==> src/text_pkg.sv <==
package text_pkg;

	// horizontal timing in pixel clocks for 640x480 at 60 Hz
	localparam int H_ACTIVE = 640;
	localparam int H_FRONT  = 16;
	localparam int H_SYNC   = 96;
	localparam int H_BACK   = 48;
	localparam int H_TOTAL  = H_ACTIVE + H_FRONT + H_SYNC + H_BACK;

	// vertical timing in lines
	localparam int V_ACTIVE = 480;
	localparam int V_FRONT  = 10;
	localparam int V_SYNC   = 2;
	localparam int V_BACK   = 33;
	localparam int V_TOTAL  = V_ACTIVE + V_FRONT + V_SYNC + V_BACK;

	// character grid and glyph cell size
	localparam int COLS      = 80;
	localparam int ROWS      = 30;
	localparam int CELLS     = COLS * ROWS;
	localparam int GLYPH_W   = 8;
	localparam int GLYPH_H   = 16;
	// glyph 0 in the font holds the character with this code
	localparam int CHAR_BASE = 32;
	// a clear fills every cell with a space
	localparam logic [7:0] BLANK_CODE = 8'h20;

	typedef enum logic [1:0] {OP_PUT, OP_NEWLINE, OP_HOME, OP_CLEAR} op_t;

	typedef struct packed {
		op_t        op;
		logic [7:0] code;
	} host_cmd_t;

	typedef struct packed {
		logic        en;
		logic [11:0] addr;
		logic [7:0]  code;
	} text_wr_t;

	typedef struct packed {
		logic [9:0] x;
		logic [9:0] y;
		logic       active;
		logic       h_sync;
		logic       v_sync;
	} scan_t;

	typedef enum logic {ST_IDLE, ST_CLEAR} writer_state_t;

endpackage

==> src/scan_timing.sv <==
`timescale 1ns/100ps

module scan_timing
	import text_pkg::*;
(
	input  logic  clk,
	input  logic  rst_n,
	output scan_t scan
);

	logic [9:0] x;
	logic [9:0] y;
	logic       x_last;
	logic       y_last;
	logic       active;
	logic       h_sync;
	logic       v_sync;

	// the line ends on the last pixel clock and the frame on the last line
	assign x_last = (x == 10'(H_TOTAL - 1));
	assign y_last = (y == 10'(V_TOTAL - 1));

	// x runs every clock and y steps once per line
	always_ff @(posedge clk) begin
		if (!rst_n) begin
			x <= '0;
			y <= '0;
		end else begin
			if (x_last) begin
				x <= '0;
				if (y_last) begin
					y <= '0;
				end else begin
					y <= y + 10'd1;
				end
			end else begin
				x <= x + 10'd1;
			end
		end
	end

	// visible area is the top left corner of the counter space
	assign active = (x < 10'(H_ACTIVE)) && (y < 10'(V_ACTIVE));

	// both syncs are negative pulses placed after the front porch
	assign h_sync = !((x >= 10'(H_ACTIVE + H_FRONT)) &&
		(x < 10'(H_ACTIVE + H_FRONT + H_SYNC)));
	assign v_sync = !((y >= 10'(V_ACTIVE + V_FRONT)) &&
		(y < 10'(V_ACTIVE + V_FRONT + V_SYNC)));

	// the decoded flags stay combinational so they line up with x and y
	assign scan.x      = x;
	assign scan.y      = y;
	assign scan.active = active;
	assign scan.h_sync = h_sync;
	assign scan.v_sync = v_sync;

	// a sync pulse inside the visible area would tear the picture
	a_hsync_blank: assert property (@(posedge clk) disable iff (!rst_n)
		scan.active |-> scan.h_sync)
		else $error("h_sync low inside the active region");

endmodule

==> config.mk <==
export PLATFORM = sky130hd
export DESIGN_NAME = scan_timing
export DESIGN_NICKNAME = d
export VERILOG_FILES = /design/src/text_pkg.sv /design/src/scan_timing.sv
export SDC_FILE = /design/constraint.sdc
export NUM_CORES = 1
export LEC_CHECK = 0
export BUFFER_PORTS_ARGS = -buffer_cell sky130_fd_sc_hd__buf_2
export CORE_ASPECT_RATIO = 1.1
export CORE_MARGIN = 8
export CORE_UTILIZATION = 40
export CTS_BUF_LIST = sky130_fd_sc_hd__clkbuf_4
export CTS_CLUSTER_DIAMETER = 150
export DETAILED_ROUTE_END_ITERATION = 8
export PLACE_DENSITY_LB_ADDON = 0.12
export REMOVE_ABC_BUFFERS = 1
export SLEW_MARGIN = 5
export SYNTH_ARGS = -nofsm -noshare
export SYNTH_HDL_FRONTEND = slang
export SYNTH_SLANG_ARGS = --single-unit
==> constraint.sdc <==
create_clock -name clk -period 2.8 [get_ports clk]
set_input_delay 0.42 -clock clk [delete_from_list [all_inputs] [get_ports clk]]
set_output_delay 0.42 -clock clk [all_outputs]
set_load 0.01 [all_outputs]
==> flow_summary_export.csv <==
group,metric,value,unit
run_status,outcome,"complete, no violations",
synth,synth_top_family_by_area,"simple AND/OR/NAND/NOR gates",
global_routing,antenna_found_initial,0,
sta,grt_setup_unrepaired,"false",
critical_path,crit_fanout,7,
critical_path,path_cells,"inv_1 -> or4b_2 -> or3_1 -> buf_2",
drt,wl_per_cell,13.6,um
placement,routabilityCongestion,0.847,
sta,finalClockSkew,0.00480,ns
sta,fmax,421,MHz
clocking,clk_path_buf_depth,2,
placement,dpl.hpwl,1.77,mm
clocking,cts-root-buf,"clkbuf_4",
die,chipWidth,65.6,um
critical_path,cp.required,2.38,ns
drt,drcViolationCount,0,
drt,num_vias,955,
global_routing,grt_pass1_vias,938,
synth,synth_edf_count,0,
drt,antenna_left,0,
sta,relSlewSlack,0.487,
synth,synth_compound_area_frac,0.119,
critical_path,end_kind,"primary output",
pwr,p_comb_frac,0.041,
synth,avgSynthCellArea,8.73,um^2
critical_path,critical_path_class,"reg2out",
pwr,p_leak,0.000511,uW
die,core_area,2540,um^2
clocking,post-cts-setup-buffers,0,
clocking,cts_num_sinks,20,
pwr,internal-power,346,uW
pwr,worst_ir_drop_vdd,0.212,mV
die,die_h,70.6,um
drt,drt_iter0_markers,35,
clocking,cts.repair.resized,0,
critical_path,cpPeakStageDelay,0.68,ns
min_path,hold_class,"in2reg",
drt,routed_via_density,5.46,
synth,ys_warn_count,0,
sta,hold_ws,0.488,ns
clocking,cts-htree-levels,1,
synth,synthCells,124,
cells_and_area,nNetsFinal,152,
synth,async_flop_share,0,
global_routing,grt_max_degree,16,
die,die-area,4630,um^2
cells_and_area,layout_common_cells,"buf_2 (24), dfxtp_1 (20), nand2_1 (10), nor2_1 (10), o21ai_0 (9)",
cells_and_area,mostFrequentLayoutCell,"buf_2",
pwr,p_seq_frac,0.657,
clocking,path_clk_slew,0.10,ns
critical_path,arrival,1.96,ns
sta,drv_slew,0,
die,initial_utilization,0.425,
die,rows,19,
synth,synthXorXnorAreaFrac,0.0728,
critical_path,crit_path_top_delay_cell,"or4b_2",
clocking,hold_buffers,0,
clocking,cts_buffers,3,
cells_and_area,drive_above_1_share,0.215,
sta,finalSetupViolations,0,
global_routing,overflow,0,
cells_and_area,antenna_cells,0,
pwr,power.density,366,nW/um^2
sta,setup_tns,0,ns
sta,post-route-period-util,0.849,
sta,post-route-min-period,2.38,ns
synth,synth-seq-cells,20,
synth,synth_fa_ha_area_frac,0.0462,
synth,synth_flop_cell,"dfxtp_1",
critical_path,rrSetupSlack,0.85,ns
run,drv_cap,0,
global_routing,grt_usage,0.109,
synth,synthDistinctLibCells,37,
clocking,clk_latency,0.30,ns
die,pin_count,25,
cells_and_area,area_growth,12.5,%
synth,syn_area,1080,um^2
synth,synthSimpleGateAreaFrac,0.326,
critical_path,cp-start-kind,"flop",
sta,hold_violations,0,
sta,worst_pin_slew,0.759,ns
cells_and_area,finalNonFillerCells,175,
drt,first_pass_iters,4,
pwr,p_clk_frac,0.302,
synth,ys_seq_area_frac,0.370,
placement,dp_cells,172,
placement,port_buffers,24,
pwr,power.share.switching,0.223,
global_routing,grt_pass1_wl,4.19,mm
synth,synthMuxAreaShare,0.00925,
drt,wirelength,2.38,mm
clocking,cts_tree,"yes",
pwr,power.switching,99.5,uW
-- cell families (layout without fill, tap and decap cells) --
logic type                 Yosys count  count (layout)
AOI/OAI and AO/OA                   21              21
xor gates and xnor gates             9               9
adders and majority gates            4               4
buffers and inverters               11              31
DFF                                 20              20
muxes                                1               1
and+or+nand+nor                     58              58
-- through the flow --
stage	util	instance area (um^2)	worst slack, ns	power, uW
finish	0.479	1220	0.423	445
global route	0.479	1220	0.328	473
CTS	0.479	1220	0.411	455
detailed placement	0.470	1190	0.765	318
global placement	0.470	1190	0.786	317
floorplan	-	1040	0.867	308
-- layout make-up --
cell class	instances	area (um^2)
clock buffer	3	22.5
fill	259	1330
inverter	4	15.0
multi-input combinational	93	621
sequential	20	400
tap	31	38.8
timing repair buffer	24	120
-- power by group through the flow --
stage / Sequential, uW / Clock (uW) / Combinational [uW]
floorplan: 300 / 0 / 8.06
global placement: 299 / 0 / 18.0
detailed placement: 299 / 0 / 18.8
CTS: 293 / 143 / 18.9
global route: 294 / 158 / 21.2
finish: 293 / 135 / 18.3
-- registers in the layout, summed over array words and instances (netlist names) --
name,count
x,10
y,10
-- worst max-delay path: cells and delay by family (launching register included) --
| kind | cells | cell delay, ns |
|---|---|---|
| AND/OR/NAND/NOR | 2 | 0.99 |
| flip-flops | 1 | 0.45 |
| buffers and inverters | 2 | 0.22 |
-- worst paths after layout --
| kind | start | to | depth (start not counted) |
|---|---|---|---|
| max | y[1] | scan[0] | 4 |
| min | rst_n | y[5] | 3 |
| max reg2reg | x[0] | y[2] | 5 |
| min reg2reg | x[0] | x[0] | 1 |
-- Yosys cell counts (2+ instances only) --
cell type / count / area [um^2]
buf_4: 3 / 22.5
xor2_1: 7 / 61.3
nand2_1: 10 / 37.5
a21oi_1: 2 / 10.0
and2_1: 4 / 25.0
nor2_1: 10 / 37.5
ha_1: 4 / 50.1
xnor2_1: 2 / 17.5
and3_1: 5 / 31.3
a21boi_1: 5 / 37.5
or3_1: 2 / 12.5
and4_1: 3 / 26.3
or4_1: 4 / 30.0
inv_1: 4 / 15.0
nand3_1: 7 / 35.0
clkbuf_1: 2 / 7.51
nand4_1: 3 / 18.8
dfxtp_1: 20 / 400
o21ai_0: 9 / 45.0
-- metal layers --
| layer | vias up | share of wire | global-route usage |
|---|---|---|---|
| li1 | 486 | - | - |
| met3 | 4 | 0.053 | 0.0299 |
| met1 | 449 | 0.49 | 0.136 |
| met5 | - | 0 | 0 |
| met2 | 16 | 0.44 | 0.169 |
| met4 | 0 | 0.014 | 0.0485 |
Note: power is estimated with default switching activity, not from simulation.
