--- src/text_pkg.sv ---
package text_pkg;

	// horizontal timing in pixel clocks for 640x480 at 60 Hz
	localparam int H_ACTIVE = 640;
	localparam int H_FRONT  = 16;
	localparam int H_SYNC   = 96;
	localparam int H_BACK   = 48;
	localparam int H_TOTAL  = H_ACTIVE + H_FRONT + H_SYNC + H_BACK;

	// vertical timing in lines
	localparam int V_ACTIVE = 480;
	localparam int V_FRONT  = 10;
	localparam int V_SYNC   = 2;
	localparam int V_BACK   = 33;
	localparam int V_TOTAL  = V_ACTIVE + V_FRONT + V_SYNC + V_BACK;

	// character grid and glyph cell size
	localparam int COLS      = 80;
	localparam int ROWS      = 30;
	localparam int CELLS     = COLS * ROWS;
	localparam int GLYPH_W   = 8;
	localparam int GLYPH_H   = 16;
	// glyph 0 in the font holds the character with this code
	localparam int CHAR_BASE = 32;
	// a clear fills every cell with a space
	localparam logic [7:0] BLANK_CODE = 8'h20;

	typedef enum logic [1:0] {OP_PUT, OP_NEWLINE, OP_HOME, OP_CLEAR} op_t;

	typedef struct packed {
		op_t        op;
		logic [7:0] code;
	} host_cmd_t;

	typedef struct packed {
		logic        en;
		logic [11:0] addr;
		logic [7:0]  code;
	} text_wr_t;

	typedef struct packed {
		logic [9:0] x;
		logic [9:0] y;
		logic       active;
		logic       h_sync;
		logic       v_sync;
	} scan_t;

	typedef enum logic {ST_IDLE, ST_CLEAR} writer_state_t;

endpackage

--- src/glyph_pipe.sv ---
`timescale 1ns/100ps

module glyph_pipe
	import text_pkg::*;
(
	input  logic        clk,
	input  logic        rst_n,
	input  scan_t       scan,
	output logic [11:0] rd_addr,
	input  logic [7:0]  code,
	output logic [10:0] rom_addr,
	input  logic [7:0]  row_bits,
	output logic        h_sync,
	output logic        v_sync,
	output logic        pixel
);

	// only the position inside the glyph travels down the pipe
	logic [2:0] px_d1;
	logic [2:0] px_d2;
	logic [3:0] gy_d1;
	logic       active_d1;
	logic       active_d2;
	logic       h_sync_d1;
	logic       v_sync_d1;
	logic [6:0] glyph;

	// stage 0 turns the scan position into a cell index
	assign rd_addr = 12'(scan.y / GLYPH_H) * 12'(COLS) + 12'(scan.x / GLYPH_W);

	// stage 1 has the character, so the glyph row can be fetched
	assign glyph    = 7'(code - 8'(CHAR_BASE));
	assign rom_addr = {glyph, gy_d1};

	// syncs idle high and the picture is dark coming out of reset
	always_ff @(posedge clk) begin
		if (!rst_n) begin
			active_d1 <= 1'b0;
			active_d2 <= 1'b0;
			h_sync_d1 <= 1'b1;
			v_sync_d1 <= 1'b1;
			h_sync    <= 1'b1;
			v_sync    <= 1'b1;
		end else begin
			active_d1 <= scan.active;
			active_d2 <= active_d1;
			h_sync_d1 <= scan.h_sync;
			v_sync_d1 <= scan.v_sync;
			h_sync    <= h_sync_d1;
			v_sync    <= v_sync_d1;
		end
	end

	// position inside the glyph, delayed to meet the memory reads
	always_ff @(posedge clk) begin
		px_d1 <= 3'(scan.x % GLYPH_W);
		px_d2 <= px_d1;
		gy_d1 <= 4'(scan.y % GLYPH_H);
	end

	// stage 2 picks one bit, the leftmost pixel sits in the msb
	assign pixel = active_d2 & row_bits[3'(GLYPH_W - 1) - px_d2];

endmodule

--- config.mk ---
export PLATFORM = sky130hd
export DESIGN_NAME = glyph_pipe
export DESIGN_NICKNAME = d
export VERILOG_FILES = /design/src/text_pkg.sv /design/src/glyph_pipe.sv
export SDC_FILE = /design/constraint.sdc
export NUM_CORES = 1
export LEC_CHECK = 0
export BUFFER_PORTS_ARGS = -buffer_cell sky130_fd_sc_hd__buf_4
export CAP_MARGIN = 20
export CORE_UTILIZATION = 38
export DETAILED_ROUTE_END_ITERATION = 6
export GPL_TIMING_DRIVEN = 0
export PLACE_DENSITY = 0.83
export SLEW_MARGIN = 20
export SYNTH_ARGS = -nofsm -noshare
export SYNTH_HDL_FRONTEND = slang
export SYNTH_SLANG_ARGS = --single-unit
--- constraint.sdc ---
create_clock -name clk -period 3.1 [get_ports clk]
set_input_delay 0.465 -clock clk [delete_from_list [all_inputs] [get_ports clk]]
set_output_delay 0.465 -clock clk [all_outputs]
set_load 0.1 [all_outputs]
==> impl_results.md, run 1 <==
- Share of cells above drive strength 1: 0.600
- Post-synthesis register bit count: 16
- Register area share after synthesis: 0.378
- Status: finished clean
- DRC Markers: 0
- NumNets Final: 190
- Syn_nets: 129
- YS warnings: 0
- Port Buffer Count: 56
- Antenna violations before repair: 0
- Routed len/inst: 10.6 µm
- ANT cells: 0
- Maximum fanout along the worst path: 3
- Pre-antenna DRT Iters: 2
- WP data arrival: 2.51 ns
- Post-Route WL: 1720 µm
- Layout area overhead: 65.2%
- Worst-Skew Late Latency: 0.28 ns
- Relative slew slack: 0.728
- Placed cell areas: 0.00135 mm²
- Final hold vios: 0
- Vias in the first global route: 761
- Post-Place Cells: 158
- Commonest non-fill, non-tap cell in the layout: buf_4
- Leakage power: 0.707 nW
- Number of max-cap violations: 0
- Non-Filler Instances: 162
- CTS root buf: clkbuf_4
- Commonest cells after routing, fill and taps aside: buf_4, dfxtp_1, ha_1, a21oi_1, nand2b_1
- Mapped Avg Cell Area: 11.3 µm²
- Post-CTS Setup Repair Bufs: 0
- Pwr Density: 598 mW/mm²
- Yosys cell types: 20
- CTS tree: done
- CP Capture Type: primary output
- Final min period: 2.97 ns
- Final worst-path cycle share: 0.958
- HP Class: in -> reg
- Critical path startpoint category: input pin
- Die W: 49.3 µm
- CTS Sinks: 16
- Ports: 67
- Max frequency: 337 MHz
- Final ANT Viol Nets: 0
- Tot GR Track Use: 0.163
- Clock skew: 0.00278 ns
- Worst Max-Slew Pin Slew: 0.407 ns
- H-Tree Depth: 1
- Design Area, Final: 0.00140 mm²
- Vias/cell: 4.49
- RSZ-0062 raised after global routing: no
- Core area: 0.00202 mm²
- Largest net degree at the start of global routing: 10
- Reg2reg setup slack: 2.57 ns
- Via count: 727
- Post-Synthesis Cells: 75
- Clk buf depth: 2
- Tot Pwr: 0.000838 W
- Slew Limit Fails: 0
- WS Path Type: in -> out
- Total CTS buffers: 3
- Chip height: 49.3 µm
- 1st-iter DRT viols: 4
- CTS clk-pin slew, worst paths: 0.09 ns
- Rows: 16
- Die footprint: 0.00243 mm²
- Mapped Area: 848 µm²
- First-pass GRT wire length: 2980 µm
- Peak supply drop: 415 µV
- Initial Util: 0.420
- Final Setup Violations: 0
- WP data required: 2.63 ns
- GR Overflow Total: 0
- GPL Wtd Cong: 0.802
- Final HPWL DP: 1580 µm
[what timing repair did]
action / 4_1_cts / 5_1_grt
hold buffers: 0 / 0
setup endpoints to repair: 1 / 1
gates resized for setup: 1 / 2
pin swaps: 0 / 1
[synth_stat cells]
cell	instances	area (µm²)
nor4_2	1	12.5
and2_1	2	12.5
a21o_1	1	7.51
xor2_1	5	43.8
mux4_2	2	45.0
dfxtp_1	16	320
nand2b_1	4	25.0
xnor2_1	4	35.0
inv_1	2	7.51
nand2_1	1	3.75
mux2i_1	1	10.0
ha_1	11	138
and3_4	1	11.3
a21oi_1	5	25.0
nand3_1	3	15.0
nor2b_1	2	12.5
fa_1	2	40.0
nor2_1	2	7.51
a21o_2	1	8.76
buf_4	9	67.6
[sequential cells by signal, summed over array words and instances (netlist names)]
register and cells:
active_d1 1, active_d2 1, gy_d1 4, h_sync 1, h_sync_d1 1, px_d1 3
px_d2 3, v_sync 1, v_sync_d1 1
[metrics by stage]
step           worst slack (ns)  hold slack (ns)  setup TNS [ns]  utilization
3_3_place_gp            -0.0123            0.312         -0.0123        0.668
4_1_cts                 0.00387            0.272               0        0.690
3_5_place_dp            -0.0261            0.316         -0.0261        0.668
6_report                  0.129            0.284               0        0.693
5_1_grt                  0.0234            0.264               0        0.693
2_1_floorplan            -0.140            0.310          -0.159            -
[critical path: stages]
cell and delay [ns]:
buf_4 0.13, ha_1 0.29, ha_1 0.23, fa_2 0.37, a21o_2 0.22, a21oi_1 0.17
xor2_1 0.25, xnor2_2 0.15, buf_6 0.24
[cells by family (layout without fill, tap and decap cells)]
kind of cell / Yosys count / count (layout) / share of synthesized area
flip-flops: 16 / 16 / 0.378
AND/OR/NAND/NOR: 16 / 16 / 0.118
adder cells (fa/ha/maj): 13 / 13 / 0.209
buffers and inverters: 11 / 71 / 0.0885
XOR/XNOR: 9 / 9 / 0.0929
AO/OA/AOI/OAI: 7 / 7 / 0.0487
multiplexers: 3 / 3 / 0.0649
[path summary, 6_finish.rpt]
kind                            cells past startpoint              endpoint            startpoint
worst max-delay path                                9           rd_addr[11]               scan[8]
worst max register to register                      1  active_d2$_SDFF_PN0_  active_d1$_SDFF_PN0_
worst min-delay path                                1      gy_d1[3]$_DFF_P_               scan[6]
worst min register to register                      0      px_d2[1]$_DFF_P_      px_d1[1]$_DFF_P_
[layer usage]
metal | track usage | routed length [µm] | vias up
li1 | - | - | 364
met1 | 0.158 | 553 | 323
met2 | 0.313 | 1010 | 38
met3 | 0.0343 | 153 | 2
met4 | 0.0882 | 8 | 0
met5 | 0 | 0 | -
[area by class of cell]
class | count | area [µm²]
fillers | 147 | 621
multi-input cells | 48 | 512
repair buffers | 56 | 424
flip-flops and latches | 16 | 320
plain buffers | 9 | 67.6
clock buffers | 4 | 36.3
well taps | 27 | 33.8
inverters | 2 | 7.51
[power breakdown]
group          switching (W)  total (W)  internal, W
registers         0.00000369   0.000220     0.000216
clock network      0.0000589   0.000130    0.0000714
logic               0.000352   0.000488     0.000137
No activity file was read; power rests on OpenSTA's default activity.
==> inputs of run 2 (changes only) <==
==> constraint.sdc (replaced) <==
create_clock -name clk -period 3.1 [get_ports clk]
set_input_delay 0.155 -clock clk [delete_from_list [all_inputs] [get_ports clk]]
set_output_delay 0.155 -clock clk [all_outputs]
set_load 0.1 [all_outputs]
==> run 2 against run 1 <==
  * Cell count rose by 3.7%
  * Count of clock-buffer cells in the layout fell by 1
  * Combinational power fell by 2%
==> impl_results.md, run 2 (same netlist as run 1, synthesis figures left out) <==
- Status: finished clean
- CTS root buf: clkbuf_4
- Routed len/inst: 10.9 µm
- WS Path Type: in -> out
- CTS tree: done
- Storage element area: 320 µm²
- Worst Hold End: h_sync_d1$_SDFF_PN1_
- 1st-iter DRT viols: 2
- Clock skew: 0.000143 ns
- Tot GR Track Use: 0.158
- Vias/cell: 4.60
- Pre-antenna DRT Iters: 3
- Design Area, Final: 0.00141 mm²
- Die W: 49.3 µm
- Largest regs: gy_d1 x4, px_d1 x3, px_d2 x3
- Largest net degree at the start of global routing: 9
- Max reg flops: 4
- CTS clk-pin slew, worst paths: 0.07 ns
- Final hold vios: 0
- Final worst-path cycle share: 0.789
- Core area: 0.00202 mm²
- Maximum fanout along the worst path: 3
- Clk buf depth: 2
- WP data arrival: 2.29 ns
- Final Setup Violations: 0
- Commonest non-fill, non-tap cell in the layout: buf_4
- Relative slew slack: 0.755
- TNS Setup: 0 ns
- CP Capture Type: primary output
- GPL Wtd Cong: 0.786
- ANT cells: 0
- Worst-Skew Late Latency: 0.27 ns
- HP Class: in -> reg
- Fillcell total: 148
- Area of the multi-input gates: 468 µm²
- Top reg by flops: gy_d1
- Post-Place Cells: 158
- Critical path startpoint category: input pin
- Cell chain of the critical path: buf_4 > ha_1 > ha_1 > fa_1 > a21o_2 > a21oi_1 > xor2_1 > xnor2_2 > buf_4
- Vias in the first global route: 773
- H-Tree Depth: 1
- Commonest cells after routing, fill and taps aside: buf_4, dfxtp_1, ha_1, dlygate4sd3_1
- Die footprint: 0.00243 mm²
- Worst hold stages: 2
- DRC Markers: 0
- Slew Limit Fails: 0
- Delay-heaviest family, CP: adder cells
- Share of cells above drive strength 1: 0.532
- Non-Filler Instances: 168
- Number of max-cap violations: 0
- Final core utilization: 0.697
- CP Buf/Inv Count: 2
- Hold path start: scan[1]
- Total CTS buffers: 3
- Gates resized, CTS repair: 0
- Final min period: 2.45 ns
- WP data required: 2.94 ns
- Initial Util: 0.420
- Slowest CP cell: fa_1
- Port Buffer Count: 56
- Via count: 772
- Ports: 67
- Antenna violations before repair: 0
- Layout area overhead: 66.2%
- Final HPWL DP: 1570 µm
- Pwr Density: 566 mW/mm²
- Post-Route WL: 1840 µm
- Max frequency: 409 MHz
- Rows: 16
- FF-to-FF Start: h_sync_d1$_SDFF_PN1_
- Reg-to-Reg End: h_sync$_SDFF_PN1_
- Hold_ws: 0.0582 ns
- RSZ-0062 raised after global routing: no
- First-pass GRT wire length: 2960 µm
- Peak supply drop: 395 µV
- Final ANT Viol Nets: 0
- Worst Max-Slew Pin Slew: 0.368 ns
- Reg2reg setup slack: 2.54 ns
- Leakage power: 0.720 nW
- CTS Sinks: 16
- Max incr delay on CP: 0.40 ns
- GR Overflow Total: 0
- Placed cell areas: 0.00132 mm²
- FF-to-FF path depth: 1
- NumNets Final: 197
- Chip height: 49.3 µm
[run 2: per-layer routing]
metal	track usage	vias to the layer above	share of wire	routed length, µm
li1	-	380	-	-
met1	0.155	340	0.34	624
met2	0.299	50	0.52	955
met3	0.0530	2	0.13	238
met4	0.0588	0	0.0087	16
met5	0	-	0	0
[run 2: power by group]
group	internal [W]	switching (W)	leakage [nW]
combinational	0.000130	0.000347	0.572
clock	0.0000450	0.0000558	0.0138
sequential	0.000216	0.00000331	0.134
[run 2: how the worst max path moves through the flow]
stage	startpoint	to	slack, ns	cells after the start
after floorplan	scan[8]	rd_addr[9]	0.15	6
after global placement	scan[8]	rd_addr[11]	0.66	9
after detailed placement	scan[8]	rd_addr[11]	0.64	9
after CTS	scan[8]	rd_addr[11]	0.64	9
after global routing	scan[8]	rd_addr[11]	0.55	9
final	scan[8]	rd_addr[11]	0.65	9
[run 2: metrics by stage]
stage	setup slack, ns	total power (W)
global placement	0.662	0.000691
floorplan	0.150	0.000596
finish	0.653	0.000798
global route	0.545	0.000831
CTS	0.643	0.000803
detailed placement	0.641	0.000697
[run 2: layout make-up]
cell class / count / share of cell area
flip-flops and latches: 16 / 0.227
inverters: 2 / 0.00532
plain buffers: 9 / 0.0479
repair buffers: 63 / 0.348
well taps: 27 / 0.0240
multi-input cells: 48 / 0.332
clock buffers: 3 / 0.0160
[run 2: what timing repair did]
action                                 CTS  global route
endpoints found under the hold margin    7             0
setup buffers                            0             0
hold buffers                             7             0
