--- config.mk ---
export PLATFORM = sky130hd
export DESIGN_NAME = text_writer
export DESIGN_NICKNAME = d
export VERILOG_FILES = /design/src/text_pkg.sv /design/src/text_writer.sv
export SDC_FILE = /design/constraint.sdc
export NUM_CORES = 1
export LEC_CHECK = 0
export ABC_AREA = 0
export BUFFER_PORTS_ARGS = -buffer_cell sky130_fd_sc_hd__buf_2
export CAP_MARGIN = 20
export CORE_MARGIN = 8
export CORE_UTILIZATION = 59
export DETAILED_ROUTE_END_ITERATION = 10
export PLACE_DENSITY = 0.79
export SLEW_MARGIN = 20
export SYNTH_ARGS = -nofsm -noshare
export SYNTH_HDL_FRONTEND = slang
export SYNTH_SLANG_ARGS = --single-unit
--- constraint.sdc ---
create_clock -name clk -period 3.5 [get_ports clk]
set_input_delay 0.175 -clock clk [delete_from_list [all_inputs] [get_ports clk]]
set_output_delay 0.175 -clock clk [all_outputs]
set_load 0.01 [all_outputs]
--- src/text_pkg.sv ---
package text_pkg;

	// horizontal timing in pixel clocks for 640x480 at 60 Hz
	localparam int H_ACTIVE = 640;
	localparam int H_FRONT  = 16;
	localparam int H_SYNC   = 96;
	localparam int H_BACK   = 48;
	localparam int H_TOTAL  = H_ACTIVE + H_FRONT + H_SYNC + H_BACK;

	// vertical timing in lines
	localparam int V_ACTIVE = 480;
	localparam int V_FRONT  = 10;
	localparam int V_SYNC   = 2;
	localparam int V_BACK   = 33;
	localparam int V_TOTAL  = V_ACTIVE + V_FRONT + V_SYNC + V_BACK;

	// character grid and glyph cell size
	localparam int COLS      = 80;
	localparam int ROWS      = 30;
	localparam int CELLS     = COLS * ROWS;
	localparam int GLYPH_W   = 8;
	localparam int GLYPH_H   = 16;
	// glyph 0 in the font holds the character with this code
	localparam int CHAR_BASE = 32;
	// a clear fills every cell with a space
	localparam logic [7:0] BLANK_CODE = 8'h20;

	typedef enum logic [1:0] {OP_PUT, OP_NEWLINE, OP_HOME, OP_CLEAR} op_t;

	typedef struct packed {
		op_t        op;
		logic [7:0] code;
	} host_cmd_t;

	typedef struct packed {
		logic        en;
		logic [11:0] addr;
		logic [7:0]  code;
	} text_wr_t;

	typedef struct packed {
		logic [9:0] x;
		logic [9:0] y;
		logic       active;
		logic       h_sync;
		logic       v_sync;
	} scan_t;

	typedef enum logic {ST_IDLE, ST_CLEAR} writer_state_t;

endpackage

--- src/text_writer.sv ---
`timescale 1ns/100ps

module text_writer
	import text_pkg::*;
(
	input  logic      clk,
	input  logic      rst_n,
	input  logic      cmd_strobe,
	input  host_cmd_t cmd,
	output logic      busy,
	output text_wr_t  wr
);

	writer_state_t state;
	logic [6:0]    col;
	logic [4:0]    row;
	logic [11:0]   clr_cnt;
	logic          accept;
	logic [4:0]    row_next;
	logic [11:0]   cur_addr;
	logic          wr_en;
	logic [11:0]   wr_addr;
	logic [7:0]    wr_code;

	// the writer is busy for the whole of a clear and idle otherwise
	assign busy   = (state == ST_CLEAR);
	assign accept = cmd_strobe && !busy;

	// the row after the cursor row, with no scrolling it wraps to the top
	assign row_next = (row == 5'(ROWS - 1)) ? 5'd0 : row + 5'd1;

	// cell index of the cursor in row major order
	assign cur_addr = 12'(row) * 12'(COLS) + 12'(col);

	// state, cursor and the write strobe
	always_ff @(posedge clk) begin
		if (!rst_n) begin
			// power up blanks the screen before the host can write
			state   <= ST_CLEAR;
			clr_cnt <= '0;
			col     <= '0;
			row     <= '0;
			wr_en   <= 1'b0;
		end else begin
			wr_en <= 1'b0;
			case (state)
				ST_CLEAR: begin
					// one cell per clock until the last one is written
					wr_en   <= 1'b1;
					clr_cnt <= clr_cnt + 12'd1;
					if (clr_cnt == 12'(CELLS - 1)) begin
						state <= ST_IDLE;
					end
				end
				default: begin
					if (accept) begin
						case (cmd.op)
							OP_PUT: begin
								// write at the cursor then step right
								wr_en <= 1'b1;
								if (col == 7'(COLS - 1)) begin
									col <= '0;
									row <= row_next;
								end else begin
									col <= col + 7'd1;
								end
							end
							OP_NEWLINE: begin
								col <= '0;
								row <= row_next;
							end
							OP_HOME: begin
								col <= '0;
								row <= '0;
							end
							OP_CLEAR: begin
								// the cursor homes as the clear starts
								col     <= '0;
								row     <= '0;
								clr_cnt <= '0;
								state   <= ST_CLEAR;
							end
						endcase
					end
				end
			endcase
		end
	end

	// address and data of the write follow the strobe by one clock
	always_ff @(posedge clk) begin
		if (state == ST_CLEAR) begin
			wr_addr <= clr_cnt;
			wr_code <= BLANK_CODE;
		end else begin
			wr_addr <= cur_addr;
			wr_code <= cmd.code;
		end
	end

	assign wr = '{en: wr_en, addr: wr_addr, code: wr_code};

	// the host has to hold off while a clear is running
	a_no_strobe_busy: assert property (@(posedge clk) disable iff (!rst_n)
		cmd_strobe |-> !busy)
		else $error("command strobe while busy");

	// every write lands inside the visible grid
	a_wr_in_grid: assert property (@(posedge clk) disable iff (!rst_n)
		wr.en |-> (wr.addr < 12'(CELLS)))
		else $error("text write outside the grid");

endmodule

==> qor.yml, run 1 <==
run_status:
  status: "finished clean"
sta:
  finClkSkew_ns: 0.007169
  slew_violations: 0
  grt_setup_unrepaired: "false"
  finalHoldViolCount: 0
  fin_crit_sh_pct: 65.47
  clock.fmax_ghz: 0.4364
  maxSlewHeadroom_pct: 55.18
  setup_viol: 0
  min_period_ns: 2.292
  setup_tns_ns: 0
  worst_pin_slew_ns: 0.6693
grt:
  grt_pass1_wl_um: 8176
  first_global_vias: 1790
  grt_max_degree: 40
  antenna_found_initial: 0
  track_usage_pct: 16.48
  grt_overflow_total: 0
power_and_ir_drop:
  power_frac_seq_pct: 55.6
  switching_share_pct: 20.94
  ir_worst_vdd_uv: 273.0
  combPwrFrac_pct: 3.8
  switchingPower_mw: 0.2013
  leakagePower_nw: 1.029
  p_int_mw: 0.7597
  p_clk_share_pct: 40.6
  p_per_area_nw_per_um2: 384.8
yosys:
  yosysUniqueCellTypes: 48
  synth_top_area_share_pct: 42.06
  synth-async-reset-ratio_pct: 0
  dominantRegCellSynth: "dfxtp_1"
  synth-edff-count: 0
  synth_warnings: 0
  syn_avg_cell_area_um2: 9.397
  synthCells: 233
  synth_largest_area_cell: "dfxtp_1"
  yosysSeqAreaShare_pct: 42.06
  synth_area_leaders: "dfxtp_1, ha_1, mux2_2"
  syn_nets: 261
  syn-cell-area_um2: 2190
  ys_seq_elements: 46
floorplanning:
  die_h_um: 76.92
  io_pins: 35
  coreArea_um2: 3606
  die-area_um2: 5917
  num_rows: 22
  start_util_pct: 60.72
  die_w_um: 76.92
hold_path:
  hold_class: "in2reg"
  hold_path_depth: 2
route:
  routed_wl_um: 4622
  drtIter0Drc: 187
  drc: 0
  ant_nets: 0
  drt-vias-per-instance: 5.823
  vias: 1840
  dr.pass1.iters: 4
  routedWlPerCell_um: 14.63
finish:
  design_area_um2: 2497
  drive_above_1_share_pct: 20.15
  antenna_cells: 0
  final_cells: 316
  syn2layout_area_growth_pct: 14.06
  nNetsFinal: 295
worst_setup_path:
  critPathTopFamily: "adder cells"
  worst-path-stages: 7
  critical_path_class: "reg2reg"
  crit_arrival_ns: 2.54
  crit_required_ns: 3.75
  start_kind: "flip-flop"
  ff2ff_path_depth: 7
  worst-path-buf-inv: 0
  cp-end-kind: "flip-flop"
  path_cells: "ha_1, ha_1, fa_1, xor2_1, nand3_1, nor4_1, o22a_1"
  cp_common_cell: "ha_1"
  cp_slowest_cell: "dfxtp_1"
  cp_max_fo: 8
  max_stage_delay_ns: 0.49
cts:
  cts-htree-levels: 2
  clock_latency_ns: 0.30
  cts-root-buf: "clkbuf_8"
  clk_pin_slew_ns: 0.09
  ctsHoldBuffers: 0
  cts_tree: "done"
  cts_setup_buffers: 0
  ctsResizeCount: 0
  clock_path_buffers: 2
  cts_buffers: 5
  cts_sinks: 46
placed_design:
  dpl.hpwl_um: 3322
  portBuffers: 34
  place_congestion: 0.8280
  placed_cells: 308
  dpl-instance-area_um2: 2387
run:
  max_cap_viol_count: 0
[cells in the mapped netlist, types with 5 or more instances]
library cell,n
nor2b_1,11
nand4_1,6
ha_1,13
o21ai_0,15
xnor2_1,8
nand3_1,7
nand2_1,17
a21oi_1,12
dfxtp_1,46
inv_1,5
nor3_1,5
nor2_1,14
mux2_2,7
[power by group through the flow]
stage | logic (mW) | registers [mW] | clock network, mW
finish | 0.0363 | 0.534 | 0.390
global route | 0.0411 | 0.536 | 0.420
CTS | 0.0366 | 0.534 | 0.399
detailed placement | 0.0363 | 0.547 | 0
global placement | 0.0361 | 0.546 | 0
floorplan | 0.0199 | 0.547 | 0
[cell type report]
| cell class | instances | area (um^2) |
|---|---|---|
| multi-input combinational | 173 | 1206 |
| fill | 305 | 1109 |
| sequential | 46 | 920.9 |
| timing repair buffer | 35 | 177.7 |
| clock buffer | 6 | 72.57 |
| tap | 48 | 60.06 |
| clock inverter | 2 | 37.54 |
| inverter | 6 | 22.52 |
[cell families after synthesis]
logic type | Yosys count | share of synthesized area [%]
buffers and inverters | 14 | 2.857
flip-flops | 46 | 42.06
XOR/XNOR | 9 | 3.600
adder cells (fa/ha/maj) | 15 | 9.257
AO/OA/AOI/OAI | 54 | 16.23
multiplexers | 8 | 4.057
AND/OR/NAND/NOR | 87 | 21.94
[sequential cells by signal, summed over array words and instances, names as in the netlist]
register,count
col,7
wr_code,8
row,5
busy,1
clr_cnt,12
wr_en,1
wr_addr,12
[metal layers]
metal | track usage (%) | vias up | wire (um)
met1 | 19.27 | 848 | 2042
met2 | 26.93 | 53 | 2179
met5 | 0 | - | 0
li1 | - | 929 | -
met4 | 7.308 | 0 | 108
met3 | 5.128 | 10 | 292
[worst register-to-register path, stage by stage (launching register included)]
cell and delay, ns:
dfxtp_1 0.49, ha_1 0.29, ha_1 0.23, fa_1 0.40, xor2_1 0.22, nand3_1 0.16
nor4_1 0.26, o22a_1 0.18
[path summary, 6_finish.rpt]
kind / endpoint / from / slack [ns]
worst max-delay path: wr_addr[11] / row[1] / 1.21
worst min-delay path: wr_code[5] / cmd[5] / 0.05
worst max register to register: wr_addr[11] / row[1] / 1.21
worst min register to register: col[1] / col[1] / 0.50
[through the flow]
step           util (%)  total power [mW]  worst slack, ns  hold slack (ns)
2_1_floorplan         -            0.5668            1.445           0.2788
3_3_place_gp      66.20            0.5823            1.331           0.3575
3_5_place_dp      66.20            0.5829            1.256           0.3640
4_1_cts           69.26            0.9701            1.223          0.04629
5_1_grt           69.26            0.9967            1.063          0.04879
6_report          69.26            0.9610            1.208          0.04953
[layout by cell type, fill, tap and decap left out, types with 2 or more instances in the layout]
cell type,netlist,final
xnor2_1,8,8
a21o_1,3,3
nand3_1,7,7
buf_2,2,34
and3_1,3,3
nor4_1,4,4
ha_1,13,13
and4_1,3,3
a21boi_0,2,2
o311ai_0,4,4
nand3b_1,2,2
clkbuf_8,0,5
a31oi_1,4,4
nand2_1,17,17
nor3_1,5,5
nand4b_1,3,3
nor2b_1,11,11
a21boi_1,2,2
nor2_1,14,14
or4_1,4,4
o21ai_0,15,15
a21oi_1,12,12
o2111ai_1,2,2
or2_2,3,3
nand4_1,6,6
inv_1,5,5
dfxtp_1,46,46
mux2_2,7,7
fa_1,2,2
Power figures use the tool's default switching activity.
==> run 2, diff against run 1 <==
Settings changed: CORE_UTILIZATION 59 to 50, PLACE_DENSITY 0.79 to 0.71.
Clock period 3.5 ns to 2.1 ns, I/O delays scaled along.
==> qor.yml, run 2 (synthesis results as in run 1) <==
worst_setup_path:
  max_stage_delay_ns: 0.41  # was 0.49 ns
  cp-end-kind: "flip-flop"  # unchanged
  crit_arrival_ns: 2.22  # was 2.54 ns
  crit_required_ns: 2.34  # was 3.75 ns
  cp_max_fo: 3  # was 8
  ff2ff_path_depth: 7  # unchanged
  cp_common_cell: "ha_4"  # was ha_1
  critical_path_class: "reg2reg"  # unchanged
  r2r-start: "row[1]"  # unchanged
  regToRegSetupSlack_ns: 0.12  # was 1.21 ns
  start_kind: "flip-flop"  # unchanged
  cp_slowest_cell: "fa_2"  # was dfxtp_1
  path_cells: "ha_4, ha_4, fa_2, xor2_2, nand3_2, nor4_2, o22a_1"  # was ha_1, ha_1, fa_1, xor2_1, nand3_1, nor4_1, o22a_1
  regToRegEndpoint: "wr_addr[11]"  # unchanged
cts:
  cts_buffers: 5  # unchanged
  clock_path_buffers: 2  # unchanged
  cts_tree: "done"  # unchanged
  clock_latency_ns: 0.30  # about the same
  cts-htree-levels: 2  # unchanged
  clk_pin_slew_ns: 0.09  # about the same
  cts-root-buf: "clkbuf_8"  # unchanged
  cts_sinks: 46  # unchanged
floorplanning:
  coreArea_um2: 4294  # was 3606 um^2
  io_pins: 35  # unchanged
  num_rows: 24  # was 22
  die_w_um: 82.18  # was 76.92 um
  die_h_um: 82.18  # was 76.92 um
  start_util_pct: 50.99  # was 60.72%
  die-area_um2: 6753  # was 5917 um^2
finish:
  drive_above_1_share_pct: 25.54  # was 20.15%
  reg_top3: "clr_cnt x12, wr_addr x12, wr_code x8"  # unchanged
  final_common_cell: "dfxtp_1"  # unchanged
  final_cells: 330  # was 316
  antenna_cells: 0  # unchanged
  multi_input_area_um2: 1255  # was 1206 um^2
  fill_cells: 358  # was 305
  final_cell_mix: "dfxtp_1, buf_2, nand2_1"  # unchanged
  area.sequential_um2: 922.1  # was 920.9 um^2
  nNetsFinal: 305  # was 295
  syn2layout_area_growth_pct: 20.11  # was 14.06%
sta:
  worst_pin_slew_ns: 0.6182  # was 0.6693 ns
  finalWorstSetupSlack_ns: 0.1178  # was 1.208 ns
  min_period_ns: 1.982  # was 2.292 ns
  maxSlewHeadroom_pct: 58.60  # was 55.18%
  slew_violations: 0  # unchanged
  finClkSkew_ns: 0.007105  # was 0.007169 ns
  clock.fmax_ghz: 0.5045  # was 0.4364 GHz
  setup_viol: 0  # unchanged
  fin_crit_sh_pct: 94.39  # was 65.47%
  finalHoldViolCount: 0  # unchanged
  setup_tns_ns: 0  # unchanged
grt:
  grt_overflow_total: 0  # unchanged
  first_global_vias: 1671  # was 1,790
  grt_pass1_wl_um: 7707  # was 8176 um
  antenna_found_initial: 0  # unchanged
  grt_max_degree: 18  # was 40
  track_usage_pct: 14.41  # was 16.48%
route:
  dr_wl_met3_um: 358  # was 292 um
  dr.pass1.iters: 4  # unchanged
  vias: 1853  # was 1,840
  top_layer_used: "met4"  # unchanged
  routedWlPerCell_um: 14.78  # was 14.63 um
  ant_nets: 0  # unchanged
  drt-vias-per-instance: 5.615  # was 5.823
  drc: 0  # unchanged
  drtIter0Drc: 119  # was 187
  routed-wl-met2_um: 2263  # was 2179 um
  wl_met1_um: 2203  # was 2042 um
  routed_wl_um: 4879  # was 4622 um
hold_path:
  hold_class: "in2reg"  # unchanged
  hold_path_depth: 2  # unchanged
  hp-start: "cmd[3]"  # was cmd[5]
  min_to: "wr_code[3]"  # was wr_code[5]
placed_design:
  dpl.hpwl_um: 3447  # was 3322 um
  place_congestion: 0.8475  # was 0.8280
  pre_cts_ws_ns: 0.03351  # was 1.256 ns
  portBuffers: 34  # unchanged
  placed_cells: 319  # was 308
power_and_ir_drop:
  leakagePower_nw: 1.070  # was 1.029 nW
  ir_worst_vdd_uv: 356.3  # was 273.0 uV
  p_per_area_nw_per_um2: 610.6  # was 384.8 nW/um^2
run_status:
  status: "finished clean"  # unchanged
run:
  max_cap_viol_count: 0  # unchanged
[run 2: changes by cell type in the layout (fill, tap and decap cells not counted), sizes merged]
cell         change
dlygate4sd3      +1
buf              +9
[run 2: repair_timing]
item                                    CTS  global route
hold buffers                              1             0
endpoints found under the hold margin     1             0
resized for setup                         1             9
setup buffers                             0             2
pin swaps                                 0             7
endpoints found under the setup margin    1             3
gates cloned                              0             0
[run 2: layout make-up]
cell class                      count  share of cell area, %
Tap cell                           52                  2.474
Timing Repair Buffer               45                  9.705
Clock buffer                        6                  2.759
Sequential cell                    46                  35.06
Inverter                            6                 0.8563
Clock inverter                      2                  1.427
Multi-Input combinational cell    173                  47.72
[run 2: layer usage]
metal,GRT usage [%],vias to the layer above
met5,0,-
met4,4.561,0
met3,3.896,7
met2,23.68,64
met1,17.94,834
li1,-,948
[run 2: worst max-delay path: cells and delay by family (launching register included)]
| family | cells | cell delay, ns |
|---|---|---|
| fa+ha+maj | 3 | 0.79 |
| simple gates | 2 | 0.38 |
| flops | 1 | 0.37 |
| xor+xnor | 1 | 0.23 |
| compound gates | 1 | 0.15 |
[run 2: worst max-delay path by stage]
stage,from,to,slack (ns),depth (start not counted)
after floorplan,row[1],wr_addr[11],0.04,7
after global placement,row[1],wr_addr[11],0.09,7
after detailed placement,row[1],wr_addr[11],0.03,7
after CTS,row[1],wr_addr[11],0.02,7
after global routing,row[1],wr_addr[11],-0.02,7
final,row[1],wr_addr[11],0.12,7
[run 2: stage by stage]
step	util [%]	area [um^2]	hold slack [ns]	power [mW]
final	61.25	2630	0.01207	1.606
after global routing	61.25	2630	0.01052	1.659
after CTS	59.91	2572	0.007817	1.616
after detailed placement	56.93	2445	0.2919	0.9724
after global placement	56.93	2445	0.2877	0.9720
after floorplan	-	2190	0.2088	0.9447
[run 2: power breakdown]
| part | switching, mW | leakage [nW] | internal [mW] |
|---|---|---|---|
| combinational | 0.0322 | 0.646 | 0.0315 |
| clock | 0.297 | 0.0514 | 0.355 |
| sequential | 0.00782 | 0.373 | 0.882 |
| total | 0.337 | 1.07 | 1.27 |
